[config.mk]
export PLATFORM = sky130hd
export DESIGN_NAME = rcntlr_top
export DESIGN_NICKNAME = d
export VERILOG_FILES = /design/src/spi_pkg.sv /design/src/rcntlr_pkg.sv /design/src/spi_fe.sv /design/src/rcntlr_cmd.sv /design/src/rcntlr_regfile.sv /design/src/rcntlr_top.sv
export VERILOG_INCLUDE_DIRS = /design/src
export SDC_FILE = /design/constraint.sdc
export NUM_CORES = 1
export LEC_CHECK = 0
export BUFFER_PORTS_ARGS = -buffer_cell sky130_fd_sc_hd__clkbuf_2
export CAP_MARGIN = 30
export CORE_ASPECT_RATIO = 0.9
export CORE_MARGIN = 2
export CORE_UTILIZATION = 40
export CTS_CLUSTER_DIAMETER = 80
export CTS_CLUSTER_SIZE = 40
export DETAILED_ROUTE_END_ITERATION = 12
export PLACE_DENSITY_LB_ADDON = 0.3
export SLEW_MARGIN = 40
export SYNTH_ARGS = -nofsm -noshare
export SYNTH_HDL_FRONTEND = slang
export SYNTH_SLANG_ARGS = --single-unit
[constraint.sdc]
create_clock -name clk -period 3.49 [get_ports clk]
set_input_delay 0.1745 -clock clk [delete_from_list [all_inputs] [get_ports clk]]
set_output_delay 0.1745 -clock clk [all_outputs]
set_load 0.03 [all_outputs]
[src/rcntlr_config.svh]
`ifndef RCNTLR_CONFIG_SVH
`define RCNTLR_CONFIG_SVH

`define DATA_W             16 // spi frame width
`define RCNTLR_ADDR_W      3  // register address width
`define RCNTLR_REG_W       8  // register width
`define RCNTLR_NREGS       8  // slots incl. status port
`define RCNTLR_STATUS_ADDR 7  // read-only status slot

`endif

[src/spi_pkg.sv]
`include "rcntlr_config.svh"

package spi_pkg;

  typedef logic [`DATA_W-1:0] spi_word_t; // one frame, msb first on the wire

  // frame tracker, set by ss falling edge, cleared by ss rising edge
  typedef enum logic {
    SPI_FRAME_IDLE   = 1'b0,
    SPI_FRAME_ACTIVE = 1'b1
  } spi_frame_e;

endpackage

[src/rcntlr_pkg.sv]
`include "rcntlr_config.svh"

package rcntlr_pkg;

  typedef enum logic [1:0] {
    OP_NOP    = 2'd0, // clears the response
    OP_WRITE  = 2'd1,
    OP_READ   = 2'd2,
    OP_STATUS = 2'd3  // accepted write count
  } rcntlr_op_e;

  typedef logic [`RCNTLR_ADDR_W-1:0] rcntlr_addr_t;
  typedef logic [`RCNTLR_REG_W-1:0]  rcntlr_data_t;

  typedef enum logic {
    CMD_IDLE = 1'b0, // waiting for a frame
    CMD_EXEC = 1'b1  // one cycle, decode and respond
  } rcntlr_cmd_e;

  // field view of a frame word, same layout for command and response
  typedef struct packed {
    rcntlr_op_e                                       op;
    rcntlr_addr_t                                     addr;
    logic [`DATA_W-2-`RCNTLR_ADDR_W-`RCNTLR_REG_W-1:0] rsvd; // sent as zero
    rcntlr_data_t                                     data;
  } rcntlr_frame_t;

endpackage

[src/spi_fe.sv]
`timescale 1ns/1ps
`include "rcntlr_config.svh"

module spi_fe (
  input  logic               clk,
  input  logic               rst,
  input  logic               sclk,        // serial clock from the master
  input  logic               ss,          // slave select, active low
  input  logic               mosi,
  output logic               miso,
  input  spi_pkg::spi_word_t data_in,     // response, read while shifting
  output spi_pkg::spi_word_t data_out,    // received word
  output logic               ss_pos_edge, // frame end, on the trailer pulse
  output logic               ss_neg_edge  // frame start, first falling edge
);
  import spi_pkg::*;

  logic [2:0] sclk_samples;  // sync chain, [2] is oldest
  logic       ss_sample;     // ss as seen at the last sclk fall
  logic       sclk_pos_edge;
  logic       sclk_neg_edge;
  spi_word_t  rx_reg;        // mosi shift register
  spi_word_t  tx_mask;       // one-hot bit select for miso

  assign sclk_pos_edge = ~sclk_samples[2] & sclk_samples[1];
  assign sclk_neg_edge = sclk_samples[2] & ~sclk_samples[1];

  // ss edges only seen on an sclk fall, hence the trailer pulse
  assign ss_pos_edge = ~ss_sample & ss & sclk_neg_edge;
  assign ss_neg_edge = ss_sample & ~ss & sclk_neg_edge;

  always_ff @(posedge clk or posedge rst) begin
    if (rst) begin
      sclk_samples <= '0;
      ss_sample    <= 1'b1; // deselected
    end else begin
      sclk_samples <= {sclk_samples[1:0], sclk};
      if (sclk_neg_edge) begin
        ss_sample <= ss;
      end
    end
  end

  // mosi sampled on the falling edge, msb arrives first
  always_ff @(posedge clk) begin
    if (~ss & sclk_neg_edge) begin
      rx_reg <= {rx_reg[`DATA_W-2:0], mosi};
    end
  end

  assign data_out = rx_reg;

  // mask parks at bit 0, first rise moves it to bit 15
  always_ff @(posedge clk or posedge rst) begin
    if (rst) begin
      tx_mask <= spi_word_t'(1);
    end else if (ss) begin
      tx_mask <= spi_word_t'(1); // rearm between frames
    end else if (sclk_pos_edge) begin
      tx_mask <= {tx_mask[0], tx_mask[`DATA_W-1:1]}; // rotate right
    end
  end

  assign miso = |(tx_mask & data_in); // launched after each rise

endmodule

[src/rcntlr_cmd.sv]
`timescale 1ns/1ps
`include "rcntlr_config.svh"

module rcntlr_cmd (
  input  logic                    clk,
  input  logic                    rst,
  input  spi_pkg::spi_word_t      rx_word,     // word from the front end
  input  logic                    frame_start, // ss falling edge pulse
  input  logic                    frame_end,   // ss rising edge pulse
  output spi_pkg::spi_word_t      tx_word,     // response for the next frame
  output logic                    wr_en,       // one-cycle write strobe
  output rcntlr_pkg::rcntlr_addr_t wr_addr,
  output rcntlr_pkg::rcntlr_data_t wr_data,
  output rcntlr_pkg::rcntlr_addr_t rd_addr,
  input  rcntlr_pkg::rcntlr_data_t rd_data     // combinational from regfile
);
  import spi_pkg::*;
  import rcntlr_pkg::*;

  spi_frame_e    frame_st;  // frame tracker
  rcntlr_cmd_e   state;
  rcntlr_frame_t cmd_q;     // latched command word
  rcntlr_frame_t resp_q;    // response register
  rcntlr_data_t  wr_cnt;    // accepted writes, wraps at 256
  logic          end_valid; // frame_end with a started frame
  logic          is_write;
  logic          wr_ok;     // write to a writable slot

  assign end_valid = frame_end & (frame_st == SPI_FRAME_ACTIVE);
  assign is_write  = (state == CMD_EXEC) & (cmd_q.op == OP_WRITE);
  assign wr_ok     = is_write & (cmd_q.addr != rcntlr_addr_t'(`RCNTLR_STATUS_ADDR));

  // stray frame_end after reset is dropped here
  always_ff @(posedge clk or posedge rst) begin
    if (rst) begin
      frame_st <= SPI_FRAME_IDLE;
    end else if (frame_start) begin
      frame_st <= SPI_FRAME_ACTIVE;
    end else if (frame_end) begin
      frame_st <= SPI_FRAME_IDLE;
    end
  end

  always_ff @(posedge clk or posedge rst) begin
    if (rst) begin
      state <= CMD_IDLE;
    end else begin
      case (state)
        CMD_IDLE: if (end_valid) state <= CMD_EXEC;
        CMD_EXEC: state <= CMD_IDLE; // single exec cycle
        default:  state <= CMD_IDLE;
      endcase
    end
  end

  // payload capture
  always_ff @(posedge clk) begin
    if (end_valid) begin
      cmd_q <= rcntlr_frame_t'(rx_word);
    end
  end

  assign wr_en   = is_write; // regfile drops the status slot itself
  assign wr_addr = cmd_q.addr;
  assign wr_data = cmd_q.data;
  assign rd_addr = cmd_q.addr;

  always_ff @(posedge clk or posedge rst) begin
    if (rst) begin
      wr_cnt <= '0;
    end else if (wr_ok) begin
      wr_cnt <= wr_cnt + 1'b1;
    end
  end

  // response loaded in the exec cycle, shifted out next frame
  always_ff @(posedge clk or posedge rst) begin
    if (rst) begin
      resp_q <= '0;
    end else if (state == CMD_EXEC) begin
      resp_q.op   <= cmd_q.op;   // echo
      resp_q.addr <= cmd_q.addr;
      resp_q.rsvd <= '0;
      case (cmd_q.op)
        OP_NOP:    resp_q <= '0;      // whole word cleared
        OP_WRITE:  resp_q.data <= '0; // header echo only
        OP_READ:   resp_q.data <= rd_data;
        OP_STATUS: resp_q.data <= wr_cnt; // count before any write of this cycle
        default:   resp_q <= '0;
      endcase
    end
  end

  assign tx_word = spi_word_t'(resp_q);

endmodule

[src/rcntlr_regfile.sv]
`timescale 1ns/1ps
`include "rcntlr_config.svh"

module rcntlr_regfile (
  input  logic                                      clk,
  input  logic                                      rst,
  input  logic                                      wr_en,
  input  rcntlr_pkg::rcntlr_addr_t                  wr_addr,
  input  rcntlr_pkg::rcntlr_data_t                  wr_data,
  input  rcntlr_pkg::rcntlr_addr_t                  rd_addr,
  input  rcntlr_pkg::rcntlr_data_t                  status_in, // read-only port
  output rcntlr_pkg::rcntlr_data_t                  rd_data,
  output logic [`RCNTLR_NREGS*`RCNTLR_REG_W-1:0]    regs_out   // slot i at [8i+7:8i]
);
  import rcntlr_pkg::*;

  localparam int NWR = `RCNTLR_NREGS - 1; // writable slots

  rcntlr_data_t regs [NWR];
  logic         wr_hit;   // write to a stored slot
  logic         rd_stat;  // read of the status slot

  assign wr_hit  = wr_en & (wr_addr != rcntlr_addr_t'(`RCNTLR_STATUS_ADDR));
  assign rd_stat = (rd_addr == rcntlr_addr_t'(`RCNTLR_STATUS_ADDR));

  always_ff @(posedge clk or posedge rst) begin
    if (rst) begin
      for (int i = 0; i < NWR; i++) begin
        regs[i] <= '0;
      end
    end else if (wr_hit) begin
      regs[wr_addr] <= wr_data; // status address never reaches here
    end
  end

  // read mux, status slot comes from the pin
  always_comb begin
    rd_data = status_in;
    if (!rd_stat) begin
      rd_data = regs[rd_addr];
    end
  end

  // flat view, status slot reads zero
  always_comb begin
    regs_out = '0;
    for (int i = 0; i < NWR; i++) begin
      regs_out[i*`RCNTLR_REG_W +: `RCNTLR_REG_W] = regs[i];
    end
  end

endmodule

[src/rcntlr_top.sv]
`timescale 1ns/1ps
`include "rcntlr_config.svh"

module rcntlr_top (
  input  logic                                   clk,
  input  logic                                   rst,
  input  logic                                   sclk,      // spi pins
  input  logic                                   ss,
  input  logic                                   mosi,
  output logic                                   miso,
  input  rcntlr_pkg::rcntlr_data_t               status_in, // shows up at address 7
  output logic [`RCNTLR_NREGS*`RCNTLR_REG_W-1:0] regs_out
);
  import spi_pkg::*;
  import rcntlr_pkg::*;

  spi_word_t    rx_word;     // fe to decoder
  spi_word_t    tx_word;     // decoder to fe
  logic         frame_start;
  logic         frame_end;
  logic         wr_en;
  rcntlr_addr_t wr_addr;
  rcntlr_data_t wr_data;
  rcntlr_addr_t rd_addr;
  rcntlr_data_t rd_data;

  spi_fe u_spi_fe (
    .clk         (clk),
    .rst         (rst),
    .sclk        (sclk),
    .ss          (ss),
    .mosi        (mosi),
    .miso        (miso),
    .data_in     (tx_word),
    .data_out    (rx_word),
    .ss_pos_edge (frame_end),
    .ss_neg_edge (frame_start)
  );

  rcntlr_cmd u_cmd (
    .clk         (clk),
    .rst         (rst),
    .rx_word     (rx_word),
    .frame_start (frame_start),
    .frame_end   (frame_end),
    .tx_word     (tx_word),
    .wr_en       (wr_en),
    .wr_addr     (wr_addr),
    .wr_data     (wr_data),
    .rd_addr     (rd_addr),
    .rd_data     (rd_data)
  );

  rcntlr_regfile u_regfile (
    .clk       (clk),
    .rst       (rst),
    .wr_en     (wr_en),
    .wr_addr   (wr_addr),
    .wr_data   (wr_data),
    .rd_addr   (rd_addr),
    .status_in (status_in),
    .rd_data   (rd_data),
    .regs_out  (regs_out)
  );

endmodule

==> out/results.txt, run 1 <==
Worst-path maximum fanout - 21
Grt ovf - 0
Max Freq - 443 MHz
Met1 Use GR - 25.1%
Crit Path Class - reg2reg
Initial core utilization - 41.0%
CP bufs+invs - 1
Ratio of cells with drive above 1 in the final layout - 37.6%
Layout Skew - 0.00586 ns
Power Density - 568 nW/um^2
Area occupied by multi-input gates - 1930 um^2
DIE AREA - 14,700 um^2
Number of synthesized flops with an enable pin - 29
CTS buffer count - 17
Post-synth top flop - dfrtp_1
Initial drt markers - 368
Final wirelength - 12,200 um
Num rows - 40
Vias per cell - 5.23
DP Wirelength - 8690 um
Die Y - 115 um
Filler instances - 1,182
Fin area - 6560 um^2
Maximum vdd drop - 0.320 mV
Seq/Total Area, Yosys - 61.2%
CTS tree - built
Layer with the highest usage - met2
Status - complete, no violations
Drt pass-1 iters - 4
Worst-path cell chain - buf_4 -> and3_1 -> mux2_2
CTS clk-pin slew, worst paths - 0.06 ns
IO Pins - 78
Total of warnings raised by yosys - 0
# port buffers - 69
H-tree depth - 4
Diode count - 0
CP max stage cell - edfxtp_1
CP delay by family, top - flip-flops
Period minus WS final - 2.26 ns
Tot GR Track Use - 17.4%
CTS root buf - clkbuf_16
Register Area - 3350 um^2
Setup_tns - 0 ns
Final Wtd Congestion - 0.797
Slew Viols, Final - 0
Maxcap violations - 0
Ys async rst share - 77.3%
Initial antenna violation count - 0
Largest net degree at the start of global routing - 77
Worst path max stage delay - 0.78 ns
Netlist Area Pre-Place - 5480 um^2
Met3 global-route usage - 4.42%
Worst slew pin tran - 0.707 ns
Leak - 0.00304 uW
Wirelength per Cell - 18.3 um
WP data required - 3.79 ns
Post-cts repair resize count - 0
Tcrit/Tclk final - 64.7%
GR Util met2 - 25.3%
ANT nets after route - 0
Max_slew headroom - 52.9%
Post-Place Cell Area - 5930 um^2
Hold Fails Final Rpt - 0
Clk sinks - 128
Register bit count reported by yosys - 128
RSZ-0062 raised after global routing - false
Hold WC Path Type - in2reg
Vias - 3,492
Final net count - 501
Critical Path End Type - register
Distinct cells, synth - 46
Layout overhead on the synthesized area - 19.7%
Core Util, Final - 49.1%
Longest Clk Path Bufs - 2
Setup violators final - 0
Worst skew pair latency - 0.42 ns
DIE WIDTH - 127 um
Syn Area/Cell - 13.2 um^2
CP arrival - 2.56 ns
R2r setup slk - 1.23 ns
Startpoint types - register
First-pass GRT wire length - 18,900 um
Number of remaining DRC errors - 0
Core area - 13,400 um^2
Vias in the first global route - 3,347
Cells after synthesis - 414
Hold slack - 0.101 ns
Power Total - 3730 uW
Post-CTS Setup Repair Bufs - 0
[what timing repair did]
action / 4_1_cts / 5_1_grt
endpoints found under the setup margin: 0 / 0
hold buffers: 3 / 0
endpoints found under the hold margin: 74 / 0
[state kept, by name, indices dropped and copies added, names as in the netlist]
name and flops:
u_cmd.wr_data 8, u_cmd.state 1, u_spi_fe.sclk_samples 3, u_cmd.cmd_q 2
u_spi_fe.data_out 16, u_cmd.rd_addr 3, u_regfile.regs_out 56, u_cmd.tx_word 13
u_spi_fe.tx_mask 16, u_cmd.frame_st 1, u_cmd.wr_cnt 8, u_spi_fe.ss_sample 1
[layout by cell type (no fill, tap or decap), types with 12 or more instances in the layout]
cell type / Yosys / final
a21oi_1: 15 / 15
clkbuf_16: 0 / 17
clkbuf_2: 0 / 69
dfrtp_1: 97 / 97
edfxtp_1: 29 / 29
inv_1: 13 / 12
mux2_2: 58 / 58
mux2i_1: 16 / 16
nand2_1: 42 / 42
nand3_1: 13 / 13
o21ai_0: 13 / 13
o221ai_1: 14 / 14
[final timing paths]
path                                           from                  endpoint  cells after the start
max reg2reg                        u_cmd.rd_addr[0]    u_regfile.regs_out[45]                      3
max                                u_cmd.rd_addr[0]    u_regfile.regs_out[45]                      3
min                                    status_in[3]          u_cmd.tx_word[3]                      3
max in group asynchronous                       rst       u_spi_fe.tx_mask[8]                      4
min in group asynchronous                       rst    u_regfile.regs_out[44]                      3
min reg2reg                u_spi_fe.sclk_samples[0]  u_spi_fe.sclk_samples[1]                      0
[kinds of logic after synthesis]
logic type | count (synthesis) | share of synthesized area [%]
compound gates | 61 | 7.88
xor+xnor | 7 | 1.12
fa+ha+maj | 1 | 0.228
buf+inv | 43 | 4.27
flops | 128 | 61.2
mux | 82 | 17.0
other cells | 1 | 0.0684
simple gates | 91 | 8.24
[where the power goes]
group          switching (uW)  internal, uW
combinational             168          98.7
sequential               78.3          1620
clock                     648          1120
total                     894          2830
[worst register-to-register path, delay by kind of cell (launching register included)]
family                 cells  cell delay, ns
flip-flops                 1            0.78
multiplexers               1            0.40
buffers and inverters      1            0.42
AND/OR/NAND/NOR            1            0.55
[metal layers]
metal,share of wire [%],up-vias
met5,0,-
met4,1.5,0
met3,3.5,17
met2,46,77
met1,49,1756
li1,-,1642
[synthesized netlist by cell type (2+ instances only)]
| master | count | area (um^2) |
|---|---|---|
| mux2i_1 | 16 | 160 |
| buf_2 | 4 | 20.0 |
| dfstp_2 | 2 | 52.6 |
| dfrtp_1 | 97 | 2430 |
| nor2_1 | 9 | 33.8 |
| o221ai_1 | 14 | 123 |
| nand3b_1 | 3 | 22.5 |
| clkbuf_1 | 11 | 41.3 |
| a22oi_1 | 2 | 15.0 |
| mux2_2 | 58 | 653 |
| mux2_4 | 8 | 120 |
| xnor2_1 | 3 | 26.3 |
| nand2b_1 | 5 | 31.3 |
| buf_6 | 4 | 45.0 |
| a31oi_1 | 2 | 12.5 |
| a21oi_1 | 15 | 75.1 |
| o21ai_0 | 13 | 65.1 |
| nand2_1 | 42 | 158 |
| inv_1 | 13 | 48.8 |
| nand3_1 | 13 | 65.1 |
| and2_1 | 2 | 12.5 |
| a221oi_1 | 2 | 17.5 |
| xor2_1 | 4 | 35.0 |
| nor3_1 | 3 | 15.0 |
| buf_4 | 10 | 75.1 |
| nand4_1 | 3 | 18.8 |
| edfxtp_1 | 29 | 871 |
| o22ai_1 | 3 | 18.8 |
| o221a_2 | 7 | 78.8 |
[final cells by class]
| cell class | count | share of cell area, % |
|---|---|---|
| Multi-Input combinational cell | 250 | 29.5 |
| Inverter | 13 | 0.820 |
| Clock inverter | 14 | 2.54 |
| Sequential cell | 128 | 51.1 |
| Clock buffer | 18 | 6.54 |
| Tap cell | 168 | 3.21 |
| Timing Repair Buffer | 77 | 6.30 |
[metrics by stage]
stage                     std cells  worst slack [ns]
after global placement          633              1.28
final                           668              1.23
after CTS                       668              1.25
after floorplan                 421             0.728
after detailed placement        633              1.27
after global routing            668              1.16
No activity file was read; power rests on OpenSTA's default activity.
==> run 2: changes to the inputs <==
- clock period: 3.49 -> 2 ns (I/O delays scaled with it)
==> run 2 against run 1 <==
Via count is 3.1% higher. Sequential power increased by 75%. Die area unchanged. Register-to-register slack worse by 1.1 ns. Clock skew up 0.0030 ns. Utilization grew 1.2 points. Design area grew 2.5%. Flip-flop and latch count is the same. Critical path type unchanged. Hold slack got worse by 0.069 ns. Wire length is 4.0% higher. Clock power grew 82%. Critical path depth grew 1.
==> out/results.txt, run 2 (synthesis results as in run 1) <==
Status - complete, no violations
WP data required - 2.31 ns (-1.48 ns)
IO Pins - 78 (unchanged)
Layout overhead on the synthesized area - 22.6%
Post-cts repair resize count - 0 (unchanged)
Final net count - 514 (+2.6%)
Max Freq - 547 MHz (+24%)
Maxcap violations - 0 (unchanged)
CP arrival - 2.14 ns (-0.42 ns)
# port buffers - 69 (unchanged)
Critical Path Source - u_cmd.cmd_q[15]
Post-route non-filler standard cell count - 681 (+1.9%)
RSZ-0062 raised after global routing - false
Worst skew pair latency - 0.42 ns (about the same)
Setup ws final - 0.173 ns (-1.06 ns)
Core area - 13,400 um^2 (unchanged)
Initial drt markers - 266 (-28%)
DIE AREA - 14,700 um^2 (unchanged)
Most common cell after layout, fill and taps aside - dfrtp_1
Leak - 0.00312 uW (+2.6%)
Power Total - 6670 uW (+79%)
CTS tree - built
H-tree depth - 4 (unchanged)
Crit Path Class - reg2reg
DIE WIDTH - 127 um (unchanged)
Initial core utilization - 41.0% (unchanged)
Startpoint types - register
Slew Viols, Final - 0 (unchanged)
Worst-path maximum fanout - 8 (-62%)
Max_slew headroom - 60.6% (+7.7 points)
Initial antenna violation count - 0 (unchanged)
First-pass GRT wire length - 20,100 um (+6.0%)
Longest Clk Path Bufs - 2 (unchanged)
Reg2reg end - u_regfile.regs_out[49]
CTS buffer count - 17 (unchanged)
Tot GR Track Use - 18.5% (+1.1 points)
CTS clk-pin slew, worst paths - 0.06 ns (about the same)
Reg2reg path depth - 4 (+1)
Vias - 3,600 (+3.1%)
Tcrit/Tclk final - 91.4% (+27 points)
Worst path max stage delay - 0.51 ns (-0.27 ns)
R2r setup slk - 0.17 ns (-1.06 ns)
Most frequent cells in the layout - dfrtp_1 (97), clkbuf_2 (69), mux2_2 (58)
Drt pass-1 iters - 5 (+1)
Largest register FFs - 56 (unchanged)
Ratio of cells with drive above 1 in the final layout - 39.2% (+1.6 points)
Layout Skew - 0.00883 ns (+0.00297 ns)
CP max stage cell - nor3b_4
Maximum vdd drop - 0.628 mV (+96%)
ANT nets after route - 0 (unchanged)
Worst-path cell chain - and3b_1 -> nand2_2 -> nor3b_4 -> mux2_2
Final Wtd Congestion - 0.864 (+8.4%)
Post-CTS Setup Repair Bufs - 0 (unchanged)
RR Startpoint - u_cmd.cmd_q[15]
Num rows - 40 (unchanged)
Setup violators final - 0 (unchanged)
Wirelength per Cell - 18.7 um (+2.0%)
DP Wirelength - 9080 um (+4.5%)
Hold slack - 0.0322 ns (-0.0687 ns)
Power Density - 992 nW/um^2 (+75%)
Dpl cells - 645 (+1.9%)
Die Y - 115 um (unchanged)
CTS root buf - clkbuf_16
Vias in the first global route - 3,570 (+6.7%)
Diode count - 0 (unchanged)
Critical Path End Type - register
Setup_tns - 0 ns (unchanged)
Worst Setup EP - u_regfile.regs_out[49]
Period minus WS final - 1.83 ns (-0.431 ns)
Hold WC Path Type - in2reg
Hold Fails Final Rpt - 0 (unchanged)
Largest net degree at the start of global routing - 33 (-57%)
Grt ovf - 0 (unchanged)
Worst slew pin tran - 0.591 ns (-0.116 ns)
Number of remaining DRC errors - 0 (unchanged)
Vias per cell - 5.29 (+1.1%)
Clk sinks - 128 (unchanged)
Final wirelength - 12,700 um (+4.0%)
Dpl ws - 0.181 ns (-1.09 ns)
-- run 2: worst min-delay path by stage --
stage	start	endpoint	slack, ns	depth (start not counted)
floorplan	sclk	u_spi_fe.sclk_samples[0]	0.13	0
finish	status_in[2]	u_cmd.tx_word[2]	0.03	3
global route	status_in[5]	u_cmd.tx_word[5]	0.04	3
CTS	status_in[5]	u_cmd.tx_word[5]	0.02	3
global placement	sclk	u_spi_fe.sclk_samples[0]	0.23	1
detailed placement	sclk	u_spi_fe.sclk_samples[0]	0.23	1
-- run 2: repair_timing --
item / 4_1_cts / 5_1_grt
hold buffers: 3 / 0
hold endpoints to repair: 30 / 0
setup endpoints to repair: 0 / 0
-- run 2: routing by layer --
metal	wire length, um	global-route usage (%)	vias up
met5	0	0	-
met2	5800	26.9	98
met1	6120	26.4	1823
met3	577	5.21	14
met4	208	7.33	0
li1	-	-	1665
-- run 2: power by group --
group	leakage (uW)	total, uW	switching [uW]	internal [uW]
Sequential	0.00161	2950	134	2820
Clock	0.000288	3220	1140	2080
Combinational	0.00122	491	302	189
-- run 2: area by class of cell --
class / instances / area (um^2)
clock buffer: 18 / 429
sequential: 128 / 3350
timing repair buffer: 90 / 561
tap: 168 / 210
fill: 1170 / 6640
clock inverter: 14 / 190
multi-input combinational: 250 / 1930
inverter: 13 / 52.6
-- run 2: worst max-delay path: cells and delay by family (launching register included) --
family / cells / cell delay, ns
and+or+nand+nor: 3 / 0.88
DFF: 1 / 0.44
muxes: 1 / 0.40
-- run 2: per-stage QoR --
| step | area, um^2 | util, % |
|---|---|---|
| global placement | 6050 | 45.3 |
| global route | 6720 | 50.3 |
| floorplan | 5510 | - |
| finish | 6720 | 50.3 |
| detailed placement | 6050 | 45.3 |
| CTS | 6700 | 50.1 |
==> run 3: changes to the inputs <==
- CORE_UTILIZATION: 40 -> 50
- SKIP_LAST_GASP: default -> 1
- SLEW_MARGIN: 40 -> default
==> run 3 against run 2 <==
Wire length shrank 2.6%. Sequential share of layout area grew 0.34 points. Largest cell class unchanged. Non-clock buffer count grew 1. First-iteration DRC count shrank 26%. Register-to-register slack is essentially flat.
==> out/results.txt, run 3 (synthesis results as in run 1) <==
CTS clk-pin slew, worst paths - 0.05 ns (about the same)
Crit Path Class - reg2reg
Worst-path maximum fanout - 8 (unchanged)
Layout Skew - 0.00823 ns (-0.000601 ns)
Worst slew pin tran - 0.611 ns (+0.0205 ns)
CTS buffer count - 17 (unchanged)
CP arrival - 2.13 ns (about the same)
Final net count - 515 (+0.19%)
Period minus WS final - 1.84 ns (+0.0146 ns)
Max Freq - 543 MHz (-0.79%)
Status - complete, no violations
Max_slew headroom - 59.3% (-1.4 points)
Worst skew pair latency - 0.41 ns (about the same)
Diode count - 0 (unchanged)
Tot GR Track Use - 22.0% (+3.5 points)
WP data required - 2.29 ns (-0.02 ns)
Startpoint types - register
Hold Fails Final Rpt - 0 (unchanged)
CTS tree - built
Tcrit/Tclk final - 92.1% (+0.73 points)
Layout overhead on the synthesized area - 21.8%
Critical Path Source - u_cmd.cmd_q[15]
Wirelength per Cell - 19.1 um (+2.6%)
Filler instances - 801 (-32%)
RSZ-0062 raised after global routing - false
DIE AREA - 11,800 um^2 (-19%)
Clk sinks - 128 (unchanged)
Largest register FFs - 56 (unchanged)
Setup_tns - 0 ns (unchanged)
Num rows - 36 (-10%)
ANT nets after route - 0 (unchanged)
RR Startpoint - u_cmd.cmd_q[15]
Core area - 10,800 um^2 (-19%)
Final wirelength - 12,400 um (-2.6%)
Leak - 0.00314 uW (+0.62%)
Largest net degree at the start of global routing - 27 (-18%)
Register Area - 3350 um^2 (unchanged)
Maximum vdd drop - 0.548 mV (-13%)
Post-cts repair resize count - 0 (unchanged)
Core Util, Final - 62.0% (+12 points)
Area occupied by multi-input gates - 1930 um^2 (unchanged)
Vias - 3,627 (+0.75%)
CTS root buf - clkbuf_16
DIE WIDTH - 114 um (-10%)
Die Y - 103 um (-10%)
Vias per cell - 5.61 (+6.0%)
H-tree depth - 4 (unchanged)
Longest Clk Path Bufs - 2 (unchanged)
Ratio of cells with drive above 1 in the final layout - 38.7% (-0.47 points)
Drt pass-1 iters - 4 (-1)
# port buffers - 69 (unchanged)
IO Pins - 78 (unchanged)
Min-delay src - status_in[1]
Setup violators final - 0 (unchanged)
Most frequent cells in the layout - dfrtp_1 (97), clkbuf_2 (69), mux2_2 (58)
DP Wirelength - 8730 um (-3.8%)
Hold WC Path Type - in2reg
Vias in the first global route - 3,526 (-1.2%)
Final Wtd Congestion - 0.847 (-2.0%)
Initial antenna violation count - 0 (unchanged)
Critical Path End Type - register
Number of remaining DRC errors - 0 (unchanged)
Slew Viols, Final - 0 (unchanged)
First-pass GRT wire length - 19,000 um (-5.4%)
Power Density - 993 nW/um^2 (about the same)
Grt ovf - 0 (unchanged)
Initial drt markers - 197 (-26%)
Maxcap violations - 0 (unchanged)
Most common cell after layout, fill and taps aside - dfrtp_1
Initial core utilization - 50.9% (+9.9 points)
run 3: cell types whose count changed in the layout (fill, tap and decap cells not counted):
cell | previous run | this run
clkbuf_8 | 0 | 6
buf_4 | 14 | 16
clkinvlp_4 | 6 | 1
clkinv_4 | 1 | 0
clkbuf_1 | 1 | 4
bufinv_16 | 4 | 3
inv_6 | 1 | 0
buf_12 | 4 | 3
clkinv_2 | 3 | 2
run 3: timing repair:
item | in CTS | in global routing
hold buffers | 3 | 0
endpoints found under the hold margin | 24 | 0
buffers inserted | 0 | 1
endpoints found under the setup margin | 0 | 2
run 3: through the flow:
stage	setup WS (ns)	cells	total power [uW]	hold slack [ns]	cell area, um^2
6_report	0.158	647	6630	0.0246	6670
5_1_grt	0.0468	647	6860	0.0326	6670
4_1_cts	0.123	646	6690	0.0134	6670
3_5_place_dp	0.144	611	3480	0.190	6010
3_3_place_gp	0.212	611	3460	0.190	6010
2_1_floorplan	0.0664	421	3310	0.131	5510
run 3: worst max-delay path: stages (launching register included):
cell      delay [ns]
edfxtp_1        0.43
and3b_1         0.33
nand2_2         0.11
nor3b_4         0.45
mux2_2          0.39
run 3: worst paths after layout:
kind / slack (ns) / cells after the start / to
max reg2reg: 0.16 / 4 / u_regfile.regs_out[52]
max in group asynchronous: 1.04 / 4 / u_spi_fe.tx_mask[0]
min reg2reg: 0.35 / 0 / u_spi_fe.sclk_samples[1]
max: 0.16 / 4 / u_regfile.regs_out[52]
min: 0.02 / 3 / u_cmd.tx_word[1]
min in group asynchronous: 0.30 / 3 / u_regfile.regs_out[13]
run 3: area by class of cell:
class | instances | share of cell area (%)
clock inverter | 5 | 1.50
tap | 133 | 2.49
inverter | 13 | 0.787
clock buffer | 27 | 7.84
timing repair buffer | 91 | 8.32
multi-input combinational | 250 | 28.9
sequential | 128 | 50.2
run 3: report_power, final:
group | internal (uW) | switching [uW]
sequential | 2820 | 135
clock | 2160 | 1030
combinational | 184 | 298
total | 5160 | 1470
run 3: metal layers:
layer	wire, um	vias to the layer above	track usage (%)
met1	5720	1844	30.2
met2	5710	105	32.1
met3	652	17	6.41
met5	0	-	0
met4	306	0	11.4
li1	-	1661	-
